File: src/logic/lcd_ctrl_pkg.sv
// LCDC bit positions and screen geometry for coarse scrolling only; one line is 20 tile columns
package lcd_ctrl_pkg;

    //////////////////////////////////////////////////////////////////////
    // LCDC bit positions
    //////////////////////////////////////////////////////////////////////

    // Background blanking when clear
    localparam int LCDC_BG_ENABLE   = 0;
    // Background tile map 0x9800 or 0x9C00
    localparam int LCDC_BG_MAP_SEL  = 3;
    // Tile data unsigned from 0x8000 when set, signed around 0x9000 when clear
    localparam int LCDC_TILE_MODE   = 4;
    localparam int LCDC_WIN_ENABLE  = 5;
    // Window tile map 0x9800 or 0x9C00
    localparam int LCDC_WIN_MAP_SEL = 6;

    //////////////////////////////////////////////////////////////////////
    // Screen geometry
    //////////////////////////////////////////////////////////////////////

    localparam int TILES_PER_LINE  = 20;
    localparam int PIXELS_PER_TILE = 8;
    // WX holds the window left edge plus 7
    localparam int WIN_X_OFFSET    = 7;
    // Tiles per row of a tile map
    localparam int MAP_WIDTH       = 32;

endpackage

File: src/logic/vram_map_pkg.sv
// Video memory layout for the 0x8000-0x9FFF window; addresses are 16-bit CPU-side values
package vram_map_pkg;

    typedef logic [15:0] vram_addr_t;

    //////////////////////////////////////////////////////////////////////
    // Region bases and tile sizes
    //////////////////////////////////////////////////////////////////////

    localparam vram_addr_t MAP_BASE_LOW       = 16'h9800;
    localparam vram_addr_t MAP_BASE_HIGH      = 16'h9C00;
    localparam vram_addr_t TILE_BASE_UNSIGNED = 16'h8000;
    localparam vram_addr_t TILE_BASE_SIGNED   = 16'h9000;

    // Eight rows of two bit-plane bytes
    localparam int BYTES_PER_TILE = 16;
    localparam int BYTES_PER_ROW  = 2;

    // Source of the current read
    localparam logic [1:0] SEL_MAP  = 2'd0;
    localparam logic [1:0] SEL_LOW  = 2'd1;
    localparam logic [1:0] SEL_HIGH = 2'd2;

    // Tile map entry, taken as 0..255 or -128..127 depending on LCDC bit 4
    typedef union packed {
        logic [7:0]        unsigned_idx;
        logic signed [7:0] signed_idx;
    } tile_index_t;

    // Eight 2-bit color indices, leftmost pixel in bits 15:14
    typedef logic [15:0] pixel_row_t;

endpackage

File: src/logic/fetch_control.sv
// Register inputs must stay constant while busy; start is ignored until the line is done
`timescale 1ns/1ns

module fetch_control
    import lcd_ctrl_pkg::*, vram_map_pkg::*;
(
    input  logic       clk,
    input  logic       reset,
    input  logic       start,
    input  logic       read_done,
    input  logic       push_done,
    output logic       read_start,
    output logic [1:0] read_sel,
    output logic       capture_low,
    output logic       capture_high,
    output logic [4:0] tile_col,
    output logic       push_start,
    output logic       busy,
    output logic       done
);

    typedef enum logic [2:0] {
        ST_IDLE,
        ST_MAP_RD,
        ST_LOW_RD,
        ST_HIGH_RD,
        ST_PUSH,
        ST_NEXT
    } state_t;

    state_t state;

    // Select follows the state so it is valid on read_start and read_done
    always_comb begin
        case (state)
            ST_LOW_RD:  read_sel = SEL_LOW;
            ST_HIGH_RD: read_sel = SEL_HIGH;
            default:    read_sel = SEL_MAP;
        endcase
    end

    // Plane bytes are valid in read_data on the read_done cycle
    assign capture_low  = read_done && (state == ST_LOW_RD);
    assign capture_high = read_done && (state == ST_HIGH_RD);

    //////////////////////////////////////////////////////////////////////
    // Line sequencer
    //////////////////////////////////////////////////////////////////////

    always_ff @(posedge clk) begin
        if (reset) begin
            state      <= ST_IDLE;
            tile_col   <= '0;
            read_start <= 1'b0;
            push_start <= 1'b0;
            busy       <= 1'b0;
            done       <= 1'b0;
        end else begin
            read_start <= 1'b0;
            push_start <= 1'b0;
            done       <= 1'b0;
            case (state)
                ST_IDLE: begin
                    if (start) begin
                        busy       <= 1'b1;
                        tile_col   <= '0;
                        read_start <= 1'b1;
                        state      <= ST_MAP_RD;
                    end
                end
                ST_MAP_RD: begin
                    if (read_done) begin
                        read_start <= 1'b1;
                        state      <= ST_LOW_RD;
                    end
                end
                ST_LOW_RD: begin
                    if (read_done) begin
                        read_start <= 1'b1;
                        state      <= ST_HIGH_RD;
                    end
                end
                ST_HIGH_RD: begin
                    if (read_done) begin
                        push_start <= 1'b1;
                        state      <= ST_PUSH;
                    end
                end
                // Next tile waits for the hand-off, so back-pressure stalls the line
                ST_PUSH: begin
                    if (push_done) begin
                        if (tile_col == 5'(TILES_PER_LINE - 1)) begin
                            done  <= 1'b1;
                            busy  <= 1'b0;
                            state <= ST_IDLE;
                        end else begin
                            state <= ST_NEXT;
                        end
                    end
                end
                ST_NEXT: begin
                    tile_col   <= tile_col + 5'd1;
                    read_start <= 1'b1;
                    state      <= ST_MAP_RD;
                end
                default: state <= ST_IDLE;
            endcase
        end
    end

    // Column counter stays inside the line for as long as the line runs
    a_col_in_range: assert property (@(posedge clk) disable iff (reset)
        busy |-> tile_col < 5'(TILES_PER_LINE));

endmodule

File: src/logic/line_fetcher.sv
// Background and window only, no sprites or fine scroll; registers are sampled throughout the line
`timescale 1ns/1ns

module line_fetcher
    import lcd_ctrl_pkg::*, vram_map_pkg::*;
(
    input  logic       clk,
    input  logic       reset,
    input  logic       start,
    input  logic [7:0] lcdc,
    input  logic [7:0] scx,
    input  logic [7:0] scy,
    input  logic [7:0] ly,
    input  logic [7:0] wx,
    input  logic [7:0] wy,
    output logic       busy,
    output logic       done,
    output logic       vram_req,
    output vram_addr_t vram_addr,
    input  logic       vram_ack,
    input  logic [7:0] vram_data,
    output logic       row_req,
    output pixel_row_t row_pixels,
    input  logic       row_ack
);

    logic        read_start;
    logic        read_done;
    logic [1:0]  read_sel;
    logic [7:0]  read_data;
    logic        capture_low;
    logic        capture_high;
    logic        push_start;
    logic        push_done;
    logic [4:0]  tile_col;
    logic [2:0]  fine_row;
    vram_addr_t  map_addr;
    vram_addr_t  plane_addr;
    vram_addr_t  read_addr;
    tile_index_t tile_index;

    // Map byte kept for both plane reads, since read_data is reused
    always_ff @(posedge clk) begin
        if (read_done && read_sel == SEL_MAP) begin
            tile_index <= read_data;
        end
    end

    always_comb begin
        case (read_sel)
            SEL_LOW:  read_addr = plane_addr;
            SEL_HIGH: read_addr = plane_addr + vram_addr_t'(1);
            default:  read_addr = map_addr;
        endcase
    end

    //////////////////////////////////////////////////////////////////////
    // Control and datapath
    //////////////////////////////////////////////////////////////////////

    fetch_control u_fetch_control (
        .clk          (clk),
        .reset        (reset),
        .start        (start),
        .read_done    (read_done),
        .push_done    (push_done),
        .read_start   (read_start),
        .read_sel     (read_sel),
        .capture_low  (capture_low),
        .capture_high (capture_high),
        .tile_col     (tile_col),
        .push_start   (push_start),
        .busy         (busy),
        .done         (done)
    );

    map_address u_map_address (
        .lcdc     (lcdc),
        .scx      (scx),
        .scy      (scy),
        .ly       (ly),
        .wx       (wx),
        .wy       (wy),
        .tile_col (tile_col),
        .map_addr (map_addr),
        .fine_row (fine_row)
    );

    pattern_address u_pattern_address (
        .tile_index (tile_index),
        .lcdc       (lcdc),
        .fine_row   (fine_row),
        .plane_addr (plane_addr)
    );

    vram_port u_vram_port (
        .clk        (clk),
        .reset      (reset),
        .read_start (read_start),
        .read_addr  (read_addr),
        .read_done  (read_done),
        .read_data  (read_data),
        .vram_req   (vram_req),
        .vram_addr  (vram_addr),
        .vram_ack   (vram_ack),
        .vram_data  (vram_data)
    );

    row_push u_row_push (
        .clk          (clk),
        .reset        (reset),
        .capture_low  (capture_low),
        .capture_high (capture_high),
        .plane_data   (read_data),
        .bg_enable    (lcdc[LCDC_BG_ENABLE]),
        .push_start   (push_start),
        .push_done    (push_done),
        .row_req      (row_req),
        .row_pixels   (row_pixels),
        .row_ack      (row_ack)
    );

endmodule

File: src/logic/map_address.sv
// Coarse scroll only, SCX bits 2:0 are ignored; window rows count from WY with no line counter
`timescale 1ns/1ns

module map_address
    import lcd_ctrl_pkg::*, vram_map_pkg::*;
(
    input  logic [7:0] lcdc,
    input  logic [7:0] scx,
    input  logic [7:0] scy,
    input  logic [7:0] ly,
    input  logic [7:0] wx,
    input  logic [7:0] wy,
    input  logic [4:0] tile_col,
    output vram_addr_t map_addr,
    output logic [2:0] fine_row
);

    logic [7:0] screen_x;
    logic [8:0] win_dx;
    logic       in_window;
    logic [7:0] map_row;
    logic [4:0] map_col;
    vram_addr_t map_base;

    always_comb begin
        screen_x  = 8'(tile_col) * 8'(PIXELS_PER_TILE);
        // Nine bits, so a WX below 7 puts the edge left of column 0
        win_dx    = {1'b0, screen_x} + 9'(WIN_X_OFFSET) - {1'b0, wx};
        in_window = lcdc[LCDC_WIN_ENABLE] && (ly >= wy) && !win_dx[8];

        if (in_window) begin
            map_row  = ly - wy;
            map_col  = win_dx[7:3];
            map_base = lcdc[LCDC_WIN_MAP_SEL] ? MAP_BASE_HIGH : MAP_BASE_LOW;
        end else begin
            // Both wrap around the 32x32 map
            map_row  = scy + ly;
            map_col  = scx[7:3] + tile_col;
            map_base = lcdc[LCDC_BG_MAP_SEL] ? MAP_BASE_HIGH : MAP_BASE_LOW;
        end

        map_addr = map_base + vram_addr_t'(map_row[7:3]) * vram_addr_t'(MAP_WIDTH)
                 + vram_addr_t'(map_col);
        fine_row = map_row[2:0];
    end

endmodule

File: src/logic/pattern_address.sv
// Gives the low bit-plane address only; the high plane is the next byte up
`timescale 1ns/1ns

module pattern_address
    import lcd_ctrl_pkg::*, vram_map_pkg::*;
(
    input  tile_index_t tile_index,
    input  logic [7:0]  lcdc,
    input  logic [2:0]  fine_row,
    output vram_addr_t  plane_addr
);

    vram_addr_t tile_base;
    vram_addr_t tile_offset;

    always_comb begin
        if (lcdc[LCDC_TILE_MODE]) begin
            tile_base   = TILE_BASE_UNSIGNED;
            tile_offset = vram_addr_t'(tile_index.unsigned_idx) * vram_addr_t'(BYTES_PER_TILE);
        end else begin
            // Sign-extended, so indices 0x80..0xFF land in 0x8800..0x8FF0
            tile_base   = TILE_BASE_SIGNED;
            tile_offset = vram_addr_t'(tile_index.signed_idx) * vram_addr_t'(BYTES_PER_TILE);
        end

        plane_addr = tile_base + tile_offset
                   + vram_addr_t'(fine_row) * vram_addr_t'(BYTES_PER_ROW);
    end

endmodule

File: src/logic/row_push.sv
// Holds one tile row; planes must not be recaptured until push_done
`timescale 1ns/1ns

module row_push
    import lcd_ctrl_pkg::*, vram_map_pkg::*;
(
    input  logic       clk,
    input  logic       reset,
    input  logic       capture_low,
    input  logic       capture_high,
    input  logic [7:0] plane_data,
    input  logic       bg_enable,
    input  logic       push_start,
    output logic       push_done,
    output logic       row_req,
    output pixel_row_t row_pixels,
    input  logic       row_ack
);

    typedef enum logic [1:0] {
        RP_IDLE,
        RP_REQ,
        RP_RELEASE
    } push_state_t;

    push_state_t state;
    logic [7:0]  plane_low;
    logic [7:0]  plane_high;
    pixel_row_t  next_row;

    // Plane bit 7 is the leftmost pixel
    always_comb begin
        for (int i = 0; i < PIXELS_PER_TILE; i++) begin
            next_row[2*i +: 2] = {plane_high[i], plane_low[i]};
        end
    end

    always_ff @(posedge clk) begin
        if (capture_low) begin
            plane_low <= plane_data;
        end
        if (capture_high) begin
            plane_high <= plane_data;
        end
        if (state == RP_IDLE && push_start) begin
            row_pixels <= bg_enable ? next_row : '0;
        end
    end

    //////////////////////////////////////////////////////////////////////
    // Four-phase hand-off to the pixel queue
    //////////////////////////////////////////////////////////////////////

    always_ff @(posedge clk) begin
        if (reset) begin
            state     <= RP_IDLE;
            row_req   <= 1'b0;
            push_done <= 1'b0;
        end else begin
            push_done <= 1'b0;
            case (state)
                RP_IDLE: begin
                    if (push_start) begin
                        row_req <= 1'b1;
                        state   <= RP_REQ;
                    end
                end
                RP_REQ: begin
                    if (row_ack) begin
                        row_req <= 1'b0;
                        state   <= RP_RELEASE;
                    end
                end
                RP_RELEASE: begin
                    if (!row_ack) begin
                        push_done <= 1'b1;
                        state     <= RP_IDLE;
                    end
                end
                default: state <= RP_IDLE;
            endcase
        end
    end

    a_row_stable: assert property (@(posedge clk) disable iff (reset)
        row_req && $past(row_req) |-> $stable(row_pixels));

endmodule

File: src/logic/vram_port.sv
// One read at a time; read_start is ignored while a read is pending
`timescale 1ns/1ns

module vram_port
    import vram_map_pkg::*;
(
    input  logic       clk,
    input  logic       reset,
    input  logic       read_start,
    input  vram_addr_t read_addr,
    output logic       read_done,
    output logic [7:0] read_data,
    output logic       vram_req,
    output vram_addr_t vram_addr,
    input  logic       vram_ack,
    input  logic [7:0] vram_data
);

    typedef enum logic [1:0] {
        VP_IDLE,
        VP_REQ,
        VP_RELEASE
    } port_state_t;

    port_state_t state;

    always_ff @(posedge clk) begin
        if (reset) begin
            state     <= VP_IDLE;
            vram_req  <= 1'b0;
            read_done <= 1'b0;
        end else begin
            read_done <= 1'b0;
            case (state)
                VP_IDLE: begin
                    if (read_start) begin
                        vram_req <= 1'b1;
                        state    <= VP_REQ;
                    end
                end
                VP_REQ: begin
                    if (vram_ack) begin
                        vram_req <= 1'b0;
                        state    <= VP_RELEASE;
                    end
                end
                // Done only once the memory has dropped its ack
                VP_RELEASE: begin
                    if (!vram_ack) begin
                        read_done <= 1'b1;
                        state     <= VP_IDLE;
                    end
                end
                default: state <= VP_IDLE;
            endcase
        end
    end

    // Address and data holding registers
    always_ff @(posedge clk) begin
        if (state == VP_IDLE && read_start) begin
            vram_addr <= read_addr;
        end
        if (state == VP_REQ && vram_ack) begin
            read_data <= vram_data;
        end
    end

    a_addr_stable: assert property (@(posedge clk) disable iff (reset)
        vram_req && $past(vram_req) |-> $stable(vram_addr));

endmodule

File: config.mk
export PLATFORM = sky130hd
export DESIGN_NAME = line_fetcher
export DESIGN_NICKNAME = d
export VERILOG_FILES = /design/src/logic/lcd_ctrl_pkg.sv /design/src/logic/vram_map_pkg.sv /design/src/logic/fetch_control.sv /design/src/logic/line_fetcher.sv /design/src/logic/map_address.sv /design/src/logic/pattern_address.sv /design/src/logic/row_push.sv /design/src/logic/vram_port.sv
export SDC_FILE = /design/constraint.sdc
export NUM_CORES = 1
export LEC_CHECK = 0
export ABC_AREA = 0
export BUFFER_PORTS_ARGS = -buffer_cell sky130_fd_sc_hd__buf_4
export CORE_MARGIN = 2
export CORE_UTILIZATION = 30
export CTS_CLUSTER_DIAMETER = 50
export DETAILED_ROUTE_END_ITERATION = 10
export MAX_ROUTING_LAYER = met4
export SLEW_MARGIN = 20
export SYNTH_ARGS = -nofsm -noshare
export SYNTH_HDL_FRONTEND = slang
export SYNTH_SLANG_ARGS = --single-unit
File: constraint.sdc
create_clock -name clk -period 6 [get_ports clk]
set_input_delay 0 -clock clk [delete_from_list [all_inputs] [get_ports clk]]
set_output_delay 0 -clock clk [all_outputs]
set_load 0.05 [all_outputs]
Word level (Yosys, flattened, before mapping)
Index checks and enable logic that the tools add are counted.
- register bits: 84
- bits of input ports: 61
- output and inout port bits: 36
- logic and storage cells: 130
- add/sub/neg operators: 11
- $lt $le $gt $ge: 1
- equal/unequal tests: 24
- mux-type cells: 42
- bitwise logic cells: 5
- reductions and logical operators: 29
- operator list (operator ; number):
    16-bit two-way mux ; 2
    16-bit case mux with 2 select lines ; 1
    11-bit two-way mux ; 2
    3-bit two-way mux ; 6
    3-bit case mux with 6 select lines ; 1
    16-bit by 1-bit adder with 16-bit output, second input constant ; 1
    16-bit by 10-bit adder with 16-bit output ; 1
    16-bit adder ; 1
    16-bit by 4-bit adder with 16-bit output ; 1
    16-bit by 5-bit adder with 16-bit output ; 1
    2-bit != test, second input constant ; 7
    13-bit two-way mux ; 1
    1-bit two-way mux ; 12
    2-bit two-way mux ; 6
    2-bit case mux with 3 select lines ; 2
    3-bit AND reduction ; 4
    5-bit two-way mux ; 2
    2-bit by 1-bit != test with 1-bit output, second input constant ; 5
    5-bit case mux with 2 select lines ; 1
    8-bit by 3-bit adder with 9-bit output, second input constant ; 1
    9-bit by 8-bit subtractor with 9-bit output ; 1
    8-bit adder ; 1
    8-bit greater-or-equal comparator ; 1
    1-bit logical AND ; 8
    23 further kinds ; 43

Depth between registers and ports, before layout
- depth in word-level cells: 8
- gate-level depth with buffers: 12
- gate-level depth less buffers: 11

By module
Synthesis repeated with hierarchy kept, for this count alone.
- cell total of the unflattened synthesis: 460
- area total of the unflattened synthesis: 4941.0 um2
- modules (own cells, without submodules) (module ; times used ; cells an instance ; area each (um2) ; sequential area each (um2)):
    row_push ; 1 ; 64 ; 1227.4 ; 1041.0
    map_address ; 1 ; 165 ; 1223.7 ; 0.0
    vram_port ; 1 ; 40 ; 887.1 ; 800.8
    line_fetcher ; 1 ; 104 ; 868.3 ; 240.2
    fetch_control ; 1 ; 69 ; 610.6 ; 240.2
    pattern_address ; 1 ; 18 ; 123.9 ; 0.0

Worst setup path after synthesis
Ideal clock, no wire load.
- path type: register -> register
- from: reg u_fetch_control.tile_col[1]
- to: reg u_vram_port.vram_addr[1] (data pin)
- library setup time: 0.273 ns
- arrival: 2.455 ns
- required time: 5.727 ns
- slack: 3.272 ns
- cell stages (with the launch flop): 9
- buffers on the path: 0
- clock period less this slack: 2.728 ns
- cells stage by stage: dfxtp_1 -> ha_1 -> ha_1 -> fa_1 -> a21o_1 -> a21oi_1 -> xor2_1 -> a211oi_2 -> mux4_1
- word-level cells in the longest chain between the ends: 8
- elaborated cells between the ends (all ways): 13
- those cells by class: add/sub (7); mux (4); reduce/logical (2)
- ends and longest elaborated chain (what ; RTL line ; text):
    from (decl) ; fetch_control.sv:16 ; output logic [4:0] tile_col,
    from (signal assigned) ; fetch_control.sv:102 ; tile_col <= tile_col + 5'd1;
    8-bit by 3-bit adder with 9-bit output ; map_address.sv:28 ; win_dx = {1'b0, screen_x} + 9'(WIN_X_OFFSET) - {1'b0, wx};
    9-bit by 8-bit subtractor with 9-bit output ; map_address.sv:28 ;
    1-bit logical NOT ; map_address.sv:29 ; in_window = lcdc[LCDC_WIN_ENABLE] && (ly >= wy) && !win_dx[8];
    1-bit logical AND ; map_address.sv:29 ;
    16-bit two-way mux or 8-bit two-way mux (tied branches) ; map_address.sv:31 ; if (in_window) begin
    16-bit by 10-bit adder with 16-bit output or 16-bit by 4-bit adder with 16-bit output (tied branches) ; map_address.sv:42, pattern_address.sv:27 ;
    16-bit by 5-bit adder with 16-bit output or 16-bit by 1-bit adder with 16-bit output (tied branches) ; map_address.sv:43, line_fetcher.sv:52 ;
    16-bit case mux with 2 select lines * ; line_fetcher.sv:50 ; case (read_sel)
    named net read_addr[1] ; line_fetcher.sv:39 ; vram_addr_t read_addr;
    to (signal assigned) ; vram_port.sv:62 ; vram_addr <= read_addr;
    to (decl) ; vram_port.sv:14 ; output vram_addr_t vram_addr,
Mark *: on every way through the listed nets, which the timed path passes. The rest lies on a longest branch.
A chain may end at the register's enable or synchronous reset.

Worst setup path in the final report
Ends and elaborated chain as after synthesis.

==> reports/metrics.csv <==
metric,value,unit
status,finished clean,
grt_first_pass_wirelength,13.5,mm
reg2reg_from,u_fetch_control.tile_col[1]$_SDFFE_PP0P_,
crit_path_max_fanout,12,
grt_overflow,0,
syn_avg_cell_area,11.9,um2
worstPathArrival,3.10,ns
fin_worst_skew,0.00455,ns
clockRootBuffer,clkbuf_16,
intPower,1.05,mW
hpwl,6.48,mm
r2r_setup_slack,2.97,ns
die_x,122,um
insertedDiodeCount,0,
start_util,31.1,%
layout_common_cells,"buf_4, edfxtp_1, nor2_1",
reg2reg_to,u_vram_port.vram_addr[1]$_DFFE_PP_,
antenna_found_initial,0,
fin_nets,548,
synthFlopType,edfxtp_1,
setup_viol,0,
cts_resized,0,
p_per_area,254,nW/um2
slowest_delay,0.58,ns
synth_cell_type_count,41,
grt_max_degree,21,
ctsLongestPathBuffers,2,
layout.cells.non_filler,635,
multi_input_area,1690,um2
path_cells,"ha_1, ha_1, fa_1, a21o_1, a21oi_1, xor2_1, a211oi_2, buf_4, mux4_1",
p_leak,2.19,nW
fillers,1309,
synth_edf_count,64,
ff_latch_area,2320,um2
route.vias.total,2848,
drive_above_1_share,24.2,%
crit_type,reg2reg,
cp-startpoint,u_fetch_control.tile_col[1]$_SDFFE_PP0P_,
dp.cells,607,
dp_slack,2.94,ns
core_area,13300,um2
pin_count,97,
ys_warn_count,0,
drc,0,
hold_viol,0,
drv_cap,0,
power.share.switching,24.1,%
max_freq,330,MHz
final_common_cell,buf_4,
cts.htree.levels,3,
slew_headroom,44.3,%
hold_class,in2reg,
viasPerCell,4.49,
cts_buffers,9,
drt_iter0_markers,103,
synthArstFlopShare,0,%
crit_path_start_kind,register,
grt_pass1_vias,2811,
path_clk_slew,0.07,ns
syn_to_final_growth,31.2,%
cp_slowest_cell,mux4_1,
crit_end,u_vram_port.vram_addr[1]$_DFFE_PP_,
finalCriticalPeriod,3.03,ns
drt_wl_total,8.51,mm
crit_required,6.06,ns
p_sw,0.333,mW
fin_ws,2.97,ns
fp.dieH,122,um
syn_area,4150,um2
clock-sinks,84,
port-buffer-count,87,
worstMarginPinSlew,0.834,ns
tns,0,ns
rsz0062_at_grt,false,
reg2reg_depth,9,
cts_tree,built,
ys_ff_latch,84,
finalCritPeriodShare,50.5,%
critical_path.endpoint_type,register,
netlist_instances,348,
gp_congestion,0.849,
ant_nets,0,
dr.pass1.iters,4,
grt.total_usage,12.3,%
cpMostUsedCell,ha_1,
wl_per_cell,13.4,um
comb_power_share,12.9,%
ir_drop,0.000204,V
worst_skew_pair.late_latency,0.33,ns
slew_viol_final,0,
ys_seq_area_share,56.0,%
clkPwrFrac,40.5,%
pwr-share-seq,46.6,%
dieArea,14800,um2
row_count,42,
[power by group through the flow]
| stage | Combinational, mW | Sequential (mW) | Clock [mW] |
|---|---|---|---|
| global placement | 0.170 | 0.657 | 0 |
| floorplan | 0.0872 | 0.678 | 0 |
| CTS | 0.179 | 0.644 | 0.575 |
| finish | 0.178 | 0.644 | 0.559 |
| global route | 0.196 | 0.645 | 0.596 |
| detailed placement | 0.172 | 0.657 | 0 |
[per-layer routing]
metal  track usage, %  vias to the layer above  routed length [um]
li1                 -                     1452                   -
met1             14.5                     1312                3670
met2             20.5                       66                4260
met3             2.90                       18                 387
met4             4.60                        0                 195
met5                -                        -                   0
[synthesized netlist by cell type, types with 2 or more instances]
library cell  instances  share of area (%)
a31oi_1               3               0.45
o21ai_1               4               0.48
o211ai_1              2               0.36
fa_1                  4                1.9
o21bai_1              4               0.72
dfxtp_1              20                9.7
and2_1               18                2.7
a21o_1                4               0.72
edfxtp_1             64                 46
nor3b_1               2               0.36
nor2_1               30                2.7
o21ai_0               9                1.1
xnor2_1              10                2.1
mux2i_1               9                2.2
nor3_1               11                1.3
xor2_1               11                2.3
or2_2                 2               0.30
nor2b_1               6               0.91
nor4b_1               2               0.42
inv_1                28                2.5
ha_1                 29                8.8
a21oi_1              22                2.7
nand2_1              15                1.4
nand3_1               5               0.60
conb_1                2               0.18
mux4_1                3                1.9
nand2b_1              4               0.60
clkbuf_1              8               0.72
o21a_1                3               0.54
a311oi_1              3               0.63
[worst min path at each step]
stage / start / to / slack (ns) / cells past startpoint
after floorplan: row_ack / u_row_push.push_done$_SDFF_PP0_ / 0.08 / 1
after global placement: vram_data[0] / u_vram_port.read_data[0]$_DFFE_PP_ / 0.18 / 1
after detailed placement: vram_data[7] / u_vram_port.read_data[7]$_DFFE_PP_ / 0.18 / 1
after CTS: lcdc[3] / u_vram_port.vram_addr[10]$_DFFE_PP_ / 0.01 / 3
after global routing: lcdc[3] / u_vram_port.vram_addr[10]$_DFFE_PP_ / 0.05 / 3
final: lcdc[3] / u_vram_port.vram_addr[10]$_DFFE_PP_ / 0.01 / 3
[cell type report]
| class | instances | share of cell area [%] |
|---|---|---|
| timing repair buffer | 103 | 14.8 |
| inverter | 28 | 1.93 |
| tap | 176 | 4.05 |
| sequential | 84 | 42.7 |
| multi-input combinational | 228 | 31.0 |
| clock inverter | 7 | 1.45 |
| clock buffer | 9 | 4.14 |
[stage by stage]
stage	utilization [%]	total power, mW	hold slack [ns]	cell area [um2]
2_1_floorplan	-	0.765	0.0793	4150
3_3_place_gp	37.6	0.826	0.180	5020
3_5_place_dp	37.6	0.829	0.179	5020
4_1_cts	40.8	1.40	0.00969	5440
5_1_grt	40.8	1.44	0.0478	5440
6_report	40.8	1.38	0.0119	5440
[cell families after synthesis]
family                     synth area share [%]
AOI/OAI and AO/OA                          9.18
xor gates and xnor gates                   4.44
adders and majority gates                  10.7
buffers and inverters                      3.53
DFF                                        56.0
muxes                                      4.08
other                                     0.181
and+or+nand+nor                            11.9
[critical path: cells and delay by family (launching register included)]
kind            cells  cell delay [ns]
buf+inv             1             0.25
flops               1             0.42
fa+ha+maj           3             0.90
mux                 1             0.58
compound gates      3             0.49
xor+xnor            1             0.11
[timing repair]
action                    in CTS  in global routing
hold buffers                  12                  0
hold endpoints to repair      18                  0
setup buffers                  0                  0
[registers in the layout, summed over array words and instances (netlist names), 3 cells and up]
register / cells
tile_index: 8
u_vram_port.vram_addr: 16
u_row_push.row_pixels: 16
u_row_push.plane_high: 8
u_fetch_control.state: 3
u_row_push.plane_low: 8
u_fetch_control.tile_col: 5
u_vram_port.read_data: 8
Note: power is estimated with default switching activity, not from simulation.
